[src/source/apb_pkg.sv]
`default_nettype none

package apb_pkg;

	localparam int addr_width = 12;                  // Byte address width of the APB bus.
	localparam int data_width = 32;                  // Data width of the APB bus.
	localparam int strb_width = data_width / 8;      // One strobe bit per data byte.

	// Signals driven by the requester side of the bus.
	typedef struct packed {
		logic [addr_width-1:0] paddr;                // Byte address of the transfer.
		logic                  psel;                 // Completer select.
		logic                  penable;              // High in the access phase.
		logic                  pwrite;               // High for a write, low for a read.
		logic [data_width-1:0] pwdata;               // Write data.
		logic [strb_width-1:0] pstrb;                // Byte lanes that a write updates.
	} apb_req_t;

	// Signals driven by the completer side of the bus.
	typedef struct packed {
		logic [data_width-1:0] prdata;               // Read data, valid with pready.
		logic                  pready;               // Completer ends the access phase.
		logic                  pslverr;              // Transfer failed, valid with pready.
	} apb_rsp_t;

	// One command from the host.
	typedef struct packed {
		logic [addr_width-1:0] addr;                 // Byte address.
		logic                  write;                // High for a write.
		logic [data_width-1:0] wdata;                // Write data.
		logic [strb_width-1:0] strb;                 // Byte strobes for a write.
	} host_cmd_t;

	// Result of one completed command.
	typedef struct packed {
		logic [data_width-1:0] rdata;                // Read data, zero for writes.
		logic                  err;                  // Error reported by the completer.
	} host_rsp_t;

	// Address map, selected by paddr bits 11 to 8.
	localparam logic [3:0] region_status  = 4'd0;   // Read-only status word.
	localparam logic [3:0] region_control = 4'd1;   // Read/write control words.

endpackage

`default_nettype wire

[src/source/apb_requester.sv]
`timescale 1ns/100ps
`default_nettype none

module apb_requester import apb_pkg::*; (
	input  wire logic       pclk,                  // APB clock.
	input  wire logic       rst,                   // Synchronous reset, active high.

	input  wire logic       cmd_valid,             // One-cycle command strobe from the host.
	input  wire host_cmd_t  cmd,                   // Command that goes with cmd_valid.
	output logic            busy,                  // Command in flight, new strobes are ignored.
	output logic            rsp_valid,             // One-cycle pulse when rsp is valid.
	output host_rsp_t       rsp,                   // Registered result of the command.

	output apb_req_t        req,                   // Requester side of the APB bus.
	input  wire apb_rsp_t   bus_rsp                // Completer side of the APB bus.
);

	typedef enum logic [1:0] {
		st_idle,                                 // No transfer on the bus.
		st_setup,                                // psel high, penable low.
		st_access                                // psel and penable high until pready.
	} state_t;

	state_t    state;                            // Transfer phase.
	host_cmd_t cmd_q;                            // Command held stable for the whole transfer.
	logic      take;                             // Command accepted this cycle.
	logic      done;                             // Access phase ends this cycle.

	// Busy stays high through the cycle of rsp_valid, so the host sees it drop only
	// once the result is in hand.
	assign busy = (state != st_idle) || rsp_valid;
	assign take = cmd_valid && !busy;            // Strobes during busy are dropped.
	assign done = (state == st_access) && bus_rsp.pready;

	// Phase sequencing and the response strobe.
	always_ff @(posedge pclk) begin
		if (rst) begin
			state     <= st_idle;
			rsp_valid <= 1'b0;
		end else begin
			rsp_valid <= 1'b0;                   // Pulse lasts a single cycle.
			case (state)
				st_idle: begin
					if (take) begin
						state <= st_setup;       // Setup phase follows in the next cycle.
					end
				end
				st_setup: begin
					state <= st_access;          // Setup always lasts exactly one cycle.
				end
				st_access: begin
					if (bus_rsp.pready) begin
						state     <= st_idle;
						rsp_valid <= 1'b1;       // Result is registered at this same edge.
					end
				end
				default: begin
					state <= st_idle;
				end
			endcase
		end
	end

	// Command capture and response register.
	always_ff @(posedge pclk) begin
		if (take) begin
			cmd_q <= cmd;                        // Held until the next accepted command.
		end
		if (done) begin
			rsp.rdata <= bus_rsp.prdata;         // Sampled only while pready is high.
			rsp.err   <= bus_rsp.pslverr;
		end
	end

	// Bus request: the payload comes from the held command, the phase from the FSM.
	always_comb begin
		req.paddr   = cmd_q.addr;
		req.pwrite  = cmd_q.write;
		req.pwdata  = cmd_q.wdata;
		req.pstrb   = cmd_q.strb;
		req.psel    = (state != st_idle);        // High in both setup and access.
		req.penable = (state == st_access);      // High only in access.
	end

endmodule

`default_nettype wire

[src/source/apb_decoder.sv]
`timescale 1ns/100ps
`default_nettype none

module apb_decoder import apb_pkg::*; (
	input  wire apb_req_t   req,                   // Request from the requester.

	output apb_req_t        req_status,            // Request copy for the status completer.
	output apb_req_t        req_control,           // Request copy for the control completer.

	input  wire apb_rsp_t   rsp_status,            // Response of the status completer.
	input  wire apb_rsp_t   rsp_control,           // Response of the control completer.

	output apb_rsp_t        rsp                    // Merged response to the requester.
);

	logic [3:0] region;                          // Address region, paddr bits 11 to 8.
	logic       hit_status;                      // Region belongs to the status completer.
	logic       hit_control;                     // Region belongs to the control completer.

	assign region      = req.paddr[addr_width-1 -: 4];
	assign hit_status  = (region == region_status);
	assign hit_control = (region == region_control);

	// Both completers see the full request, but only the selected one gets psel.
	always_comb begin
		req_status       = req;
		req_status.psel  = req.psel && hit_status;
		req_control      = req;
		req_control.psel = req.psel && hit_control;
	end

	// Response merge.
	always_comb begin
		if (hit_status) begin
			rsp = rsp_status;                    // Status region owns the response.
		end else if (hit_control) begin
			rsp = rsp_control;                   // Control region owns the response.
		end else begin
			// Nothing lives here, so the decoder completes the transfer itself
			// without wait states and flags it as failed.
			rsp.prdata  = '0;
			rsp.pready  = req.psel && req.penable;
			rsp.pslverr = req.psel && req.penable;
		end
	end

endmodule

`default_nettype wire

[src/source/apb_status_register.sv]
`timescale 1ns/100ps
`default_nettype none

module apb_status_register import apb_pkg::*; (
	input  wire apb_req_t              req,        // Request, psel only when this region is hit.
	output apb_rsp_t                   rsp,        // Response back to the decoder.

	input  wire logic [data_width-1:0] status      // Word returned by every read.
);

	logic access;                                // Access phase of a transfer to this completer.

	assign access = req.psel && req.penable;

	always_comb begin
		rsp.pready  = access;                    // No wait states.
		rsp.prdata  = '0;                        // Zero outside a read access.
		rsp.pslverr = 1'b0;

		if (access) begin
			if (req.pwrite) begin
				rsp.pslverr = 1'b1;              // Register is read-only.
			end else begin
				rsp.prdata = status;             // Offset within the region is ignored.
			end
		end
	end

endmodule

`default_nettype wire

[src/source/apb_control_register.sv]
`timescale 1ns/100ps
`default_nettype none

module apb_control_register import apb_pkg::*; #(
	parameter int NUM_REGS = 4                     // Number of control words, 1 to 64.
) (
	input  wire logic             pclk,            // APB clock.
	input  wire logic             rst,             // Synchronous reset, active high.

	input  wire apb_req_t         req,             // Request, psel only when this region is hit.
	output apb_rsp_t              rsp,             // Response back to the decoder.

	output logic [data_width-1:0] ctrl [NUM_REGS]  // Current control words.
);

	// Just wide enough to address NUM_REGS words.
	localparam int idx_width = (NUM_REGS > 1) ? $clog2(NUM_REGS) : 1;

	logic [5:0]           index;                 // Word index, paddr bits 7 to 2.
	logic [idx_width-1:0] word_sel;              // Index trimmed to the array size.
	logic                 in_range;              // Index names an existing word.
	logic                 access;                // Access phase of a transfer to this completer.
	logic                 wr_en;                 // A valid write completes this cycle.

	assign index    = req.paddr[7:2];
	assign word_sel = index[idx_width-1:0];      // Only used when in_range is high.
	assign in_range = (int'(index) < NUM_REGS);
	assign access   = req.psel && req.penable;
	assign wr_en    = access && req.pwrite && in_range;

	// Read path and error flag, both combinational.
	always_comb begin
		rsp.pready  = access;                    // No wait states.
		rsp.pslverr = access && !in_range;       // Missing words fail for reads and writes.
		rsp.prdata  = '0;

		if (access && !req.pwrite && in_range) begin
			rsp.prdata = ctrl[word_sel];
		end
	end

	// Write path. The word changes at the edge that ends the access cycle, and
	// only the lanes with a strobe set are touched.
	always_ff @(posedge pclk) begin
		if (rst) begin
			for (int i = 0; i < NUM_REGS; i++) begin
				ctrl[i] <= '0;                   // Every control word starts cleared.
			end
		end else if (wr_en) begin
			for (int b = 0; b < strb_width; b++) begin
				if (req.pstrb[b]) begin
					ctrl[word_sel][8*b +: 8] <= req.pwdata[8*b +: 8];
				end
			end
		end
	end

endmodule

`default_nettype wire

[src/source/apb_subsystem.sv]
`timescale 1ns/100ps
`default_nettype none

module apb_subsystem import apb_pkg::*; #(
	parameter int NUM_REGS = 4                     // Number of control words, 1 to 64.
) (
	input  wire logic                  pclk,       // APB clock.
	input  wire logic                  rst,        // Synchronous reset, active high.

	input  wire logic                  cmd_valid,  // One-cycle command strobe.
	input  wire host_cmd_t             cmd,        // Command that goes with cmd_valid.
	output logic                       busy,       // Command in flight.
	output logic                       rsp_valid,  // One-cycle result strobe.
	output host_rsp_t                  rsp,        // Result that goes with rsp_valid.

	input  wire logic [data_width-1:0] status,     // Status word shown in the status region.
	output logic [data_width-1:0]      ctrl [NUM_REGS] // Control words.
);

	apb_req_t req;                               // Requester to decoder.
	apb_rsp_t bus_rsp;                           // Decoder to requester.
	apb_req_t req_status;                        // Decoder to status completer.
	apb_rsp_t rsp_status;                        // Status completer to decoder.
	apb_req_t req_control;                       // Decoder to control completer.
	apb_rsp_t rsp_control;                       // Control completer to decoder.

	apb_requester i_requester (
		.pclk      (pclk),
		.rst       (rst),
		.cmd_valid (cmd_valid),
		.cmd       (cmd),
		.busy      (busy),
		.rsp_valid (rsp_valid),
		.rsp       (rsp),
		.req       (req),
		.bus_rsp   (bus_rsp)
	);

	apb_decoder i_decoder (
		.req         (req),
		.req_status  (req_status),
		.req_control (req_control),
		.rsp_status  (rsp_status),
		.rsp_control (rsp_control),
		.rsp         (bus_rsp)
	);

	apb_status_register i_status (
		.req    (req_status),
		.rsp    (rsp_status),
		.status (status)
	);

	apb_control_register #(
		.NUM_REGS (NUM_REGS)
	) i_control (
		.pclk (pclk),
		.rst  (rst),
		.req  (req_control),
		.rsp  (rsp_control),
		.ctrl (ctrl)
	);

endmodule

`default_nettype wire

[config.mk]
export PLATFORM = sky130hd
export DESIGN_NAME = apb_subsystem
export DESIGN_NICKNAME = d
export VERILOG_FILES = /design/src/source/apb_pkg.sv /design/src/source/apb_requester.sv /design/src/source/apb_decoder.sv /design/src/source/apb_status_register.sv /design/src/source/apb_control_register.sv /design/src/source/apb_subsystem.sv
export SDC_FILE = /design/constraint.sdc
export NUM_CORES = 1
export LEC_CHECK = 0
export BUFFER_PORTS_ARGS = -buffer_cell sky130_fd_sc_hd__buf_2
export CAP_MARGIN = 20
export CORE_ASPECT_RATIO = 1.2
export CORE_MARGIN = 8
export CORE_UTILIZATION = 25
export DETAILED_ROUTE_END_ITERATION = 7
export HOLD_SLACK_MARGIN = 0.03
export PLACE_DENSITY = 0.41
export SYNTH_ARGS = -nofsm -noshare
export SYNTH_HDL_FRONTEND = slang
export SYNTH_SLANG_ARGS = --single-unit
[constraint.sdc]
create_clock -name pclk -period 5.3 [get_ports pclk]
set_clock_uncertainty 0.2 [all_clocks]
set_input_delay 0.265 -clock pclk [delete_from_list [all_inputs] [get_ports pclk]]
set_output_delay 0.265 -clock pclk [all_outputs]
set_load 0.05 [all_outputs]
* After elaboration in Yosys (flattened, before gate mapping)
Cells that the tools add are included.
** Operators by class
- Order comparisons :: 3
- Equality and inequality tests :: 5
- Muxes and demuxes :: 36
- Bitwise operators :: 2
- Reduce and logical (&&, ||, !) cells :: 22
** Operators by type and width (number)
- $mux W128 :: 10
- $bwmux W128 :: 4
- $demux W32 S2 :: 4
- $mux W32 :: 6
- $mux W34 :: 2
- $bmux W32 S2 :: 1
- $mux W24 :: 1
- $mux W16 :: 1
- $logic_and A1 B1 Y1 :: 13
- $mux W8 :: 1
- $lt A6 B3 Y1 const B :: 1
- $pmux W2 S3 :: 1
- $eq A4 B1 Y1 const B :: 1
- $logic_not A4 Y1 :: 1
- $mux W2 :: 2
- $ge A3 B3 Y1 const B :: 1
- $logic_not A1 Y1 :: 3
- $lt A3 B1 Y1 const B :: 1
- $mux W1 :: 3
- $not A2 Y3 :: 1
- $eq A2 B1 Y1 const B :: 1
- $eq A2 B2 Y1 const B :: 1
- $logic_not A2 Y1 :: 1
- $ne A2 B1 Y1 const B :: 1
- 6 further kinds :: 6
** Word-level totals
- Register bits :: 213
- Word-level logic and storage cells :: 80

* Longest topological paths before layout
- Depth in word-level cells :: 19
- Gate-level depth with buffers :: 6

* Cells and area by module
From an unflattened synthesis, not the netlist that was laid out.
** Second synthesis, totals
- Cell total of the unflattened synthesis :: 870
- Area total of the unflattened synthesis :: 10515.1 um^2
** Modules (own cells, without submodules)
- apb_control_register :: instances 1, cells an instance 550, area each 6183.4 um^2, sequential area each 2562.5 um^2
- apb_requester :: instances 1, cells an instance 95, area each 2597.5 um^2, sequential area each 2522.4 um^2
- apb_decoder :: instances 1, cells an instance 181, area each 1330.0 um^2, sequential area each 0.0 um^2
- apb_status_register :: instances 1, cells an instance 44, area each 404.1 um^2, sequential area each 0.0 um^2

* Worst setup path before layout
No wires, ideal clock.
- Kind :: register to register
- Start point :: register i_requester.rsp_valid
- End point :: register i_requester.cmd_q, in the netlist i_requester.req[0] (enable)
- Setup time :: 0.452 ns
- Arrival :: 3.158 ns
- Path slack :: 1.490 ns
- Cell stages (with the launch flop) :: 3
- Path buffers :: 0
- Clock period less this slack :: 3.810 ns
- Path through :: dfxtp_1 > or3_1 > nor2_1
** Between the ends
- Longest elaborated chain between the ends :: 3
** Ends and longest elaborated chain
- start, declared :: RTL line apb_requester.sv:11 : output logic rsp_valid,
- start signal, assigned :: RTL line apb_requester.sv:39 : rsp_valid <= 1'b0;
- start signal, assigned :: RTL line apb_requester.sv:41 : rsp_valid <= 1'b0;
- start signal, assigned :: RTL line apb_requester.sv:54 : rsp_valid <= 1'b1;
- $logic_or A1 B1 Y1 :: RTL line apb_requester.sv:31 : assign busy = (state != st_idle) || rsp_valid;
- via busy :: RTL line apb_subsystem.sv:12 : output logic busy,
- $logic_not A1 Y1 :: RTL line apb_requester.sv:32 : assign take = cmd_valid && !busy;
- $logic_and A1 B1 Y1 :: RTL line apb_requester.sv:32
- via i_requester.take :: RTL line apb_requester.sv:26 : logic take;
- end signal, assigned :: RTL line apb_requester.sv:67 : cmd_q <= cmd;
- end, declared :: RTL line apb_requester.sv:25 : host_cmd_t cmd_q;
The timed path passes the listed nets, and every way through them passes these cells.
A chain may end at the register's enable or synchronous reset.

* Worst setup path after layout
- Start point :: register i_requester.cmd_q, in the netlist i_requester.req[46]
- End point :: register i_control.ctrl[9] (netlist bit)
** Between the ends
- Longest elaborated chain between the ends :: 2
** Ends and longest elaborated chain
- $lt A6 B3 Y1 :: RTL line apb_control_register.sv:27 : assign in_range = (int'(index) < NUM_REGS);
- $logic_and A1 B1 Y1 :: RTL line apb_control_register.sv:29 : assign wr_en = access && req.pwrite && in_range;
- end signal, assigned by index :: RTL line apb_control_register.sv:52 : ctrl[word_sel][8*b +: 8] <= req.pwdata[8*b +: 8];
- end, declared :: RTL line apb_control_register.sv:13 : output logic [data_width-1:0] ctrl [NUM_REGS]
Every way passes these cells.

==> summary.txt <==
Status -> complete, no violations
Critical path's slowest cell -> and4_1
Initial Util -> 25.3%
H-Tree Depth -> 1
Top cell type's share of synthesized area -> 28.2%
Tcrit/Tclk final -> 51.4%
Clock Pin Slew Worst Setup and Hold Paths -> 0.06 ns
Layout cells sized above 1 -> 32.7%
Hold Path Class -> input port to flop
Layout overhead on the synthesized area -> 35.2%
Root Buffer -> clkbuf_16
Setup bufs post-CTS -> 0
Initial antenna violation count -> 0
Final Hold Fails -> 0
FF+latch count, synth -> 211
Residual DRC -> 0
Cell Rows -> 77
Seq/Total Area, Yosys -> 54.1%
CP endpoint kind -> flop
Vias -> 6579
First-pass GRT wire length -> 45300 um
Gpl congestion -> 0.716
Total global routing overflow -> 0
Syn. warnings -> 0
Multi-input gate area -> 0.00405 mm^2
WHS -> 0.254 ns
Peak Freq -> 0.367 GHz
Synth top cells by count -> nand2b_1, dfxtp_1, mux2i_1, edfxtp_1, a21oi_1
CTS buffer count -> 24
PwrDens -> 288 mW/mm^2
CP Buf/Inv Count -> 1
Max Slew Vio Count -> 0
CP max FO -> 49
Slack of the worst reg-to-reg path -> 2.58 ns
Max cap viols -> 0
Cell Area, Synth -> 0.00929 mm^2
TNS Setup -> 0 ns
Final HPWL DP -> 20700 um
Nets -> 1109
Vias in the first global route -> 7013
Die Y -> 227 um
WP data required -> 5.54 ns
VDD IR max -> 0.224 mV
Final setup vio count -> 0
Global-route total usage across every layer -> 13.6%
Core Area -> 0.0367 mm^2
Drt pass-1 iters -> 4
Die ar. -> 0.0436 mm^2
Ant. Diodes -> 0
Die width -> 192 um
CTS Sinks -> 211
CTS tree -> yes
Netlist cell types -> 27
Lkg Pwr -> 5.67 nW
Worst-Skew Late Latency -> 0.52 ns
Initial drt markers -> 262
Main synth FF type -> dfxtp_1
PostCTS Resize Cnt -> 0
Worst-margin pin slew -> 0.939 ns
Kind of critical path -> flop to flop
Vias/cell -> 4.34
Slew headroom -> 37.1%
Worst-case clock buffer depth -> 3
Critical path's top delay family -> simple AND/OR/NAND/NOR gates
Post-synth ARST share -> 0%
IO buf count -> 244
Cell Chain, Critical Path -> nor4_4 > buf_4 > and4_1 > mux2i_1
Post-synth net total -> 799
Count leader, synth -> nand2b_1
Post-synth EDFFs -> 80
Startpoint types -> flop
Mapped Avg Cell Area -> 13.0 um^2
Post-DRT Antenna Nets -> 0
RSZ-0062 raised after global routing -> false
DRT Wirelength -> 30600 um
Synth Instances -> 715
Synth area leader -> dfxtp_1
Synth top area cells -> dfxtp_1, edfxtp_1, mux2i_1
CP arrival -> 2.96 ns
Pre-CTS setup slack -> 2.51 ns
Wire length per cell -> 20.2 um
Tmin final -> 2.72 ns
Slowest stage delay, CP -> 0.79 ns
Setup ws final -> 2.58 ns
Cell Count Post-Placement -> 1392
Fillers -> 3677
Largest net degree at the start of global routing -> 108
Final Non-Filler Cells -> 1517
I/O pins -> 247
FF+latch area -> 0.00502 mm^2
[where the power goes]
part | internal (mW) | switching, mW | total [mW]
clock | 0.952 | 0.683 | 1.64
sequential | 1.71 | 0.0170 | 1.73
combinational | 0.119 | 0.132 | 0.251
total | 2.78 | 0.832 | 3.62
[metal layers]
layer	vias up	track usage (%)	routed length (um)
li1	3186	-	-
met1	3209	16.3	12600
met2	156	24.7	15800
met3	28	2.57	1730
met4	0	3.40	507
met5	-	0	0
[cells in the final DEF (no fill, tap or decap), types with 10 or more instances in the layout]
cell type / n
dfxtp_1: 131
nand2b_1: 193
a21oi_1: 33
clkbuf_1: 10
buf_2: 243
dlygate4sd3_1: 80
nand4_4: 12
edfxtp_1: 80
clkbuf_16: 26
nand3_1: 32
mux4_2: 32
mux2i_1: 128
[registers in the layout, indices dropped and copies added, names as in the netlist]
name / count
i_requester.req: 47
i_control.ctrl: 128
i_requester.rsp: 33
i_requester.rsp_valid: 1
i_requester.state: 2
[cell families after synthesis]
kind of cell / share of synthesized area (%)
muxes: 21.5
AOI/OAI and AO/OA: 1.86
buffers and inverters: 2.69
DFF: 54.1
and+or+nand+nor: 19.8
[what timing repair did]
action	4_1_cts	5_1_grt
setup endpoints to repair	0	0
hold endpoints to repair	80	0
hold buffers	80	0
[worst reg2reg max path: stages (launching register included)]
cell and delay [ns]:
edfxtp_1 0.40, nor4_4 0.27, buf_4 0.71, and4_1 0.81, mux2i_1 0.25
[metrics by stage]
stage | area (um^2) | power [mW] | util [%]
2_1_floorplan | 9290 | 1.89 | -
3_3_place_gp | 11000 | 1.97 | 29.9
3_5_place_dp | 11000 | 1.97 | 29.9
4_1_cts | 12500 | 3.69 | 34.2
5_1_grt | 12600 | 3.76 | 34.2
6_report | 12600 | 3.62 | 34.2
[final cells by class]
type,instances,area share [%]
clock buffers,40,5.92
clock inverters,4,0.149
inverters,2,0.0597
multi-input cells,452,32.2
flip-flops and latches,211,40.0
well taps,474,4.72
repair buffers,334,16.9
[path summary, 6_finish.rpt]
path	end	startpoint	cells past startpoint
worst max register to register	i_control.ctrl[9]	i_requester.req[46]	4
worst min register to register	i_control.ctrl[17]	i_control.ctrl[17]	2
worst min-delay path	i_requester.req[1]	cmd[1]	2
worst max-delay path	i_control.ctrl[9]	i_requester.req[46]	4
(Power assumes the default switching activity.)
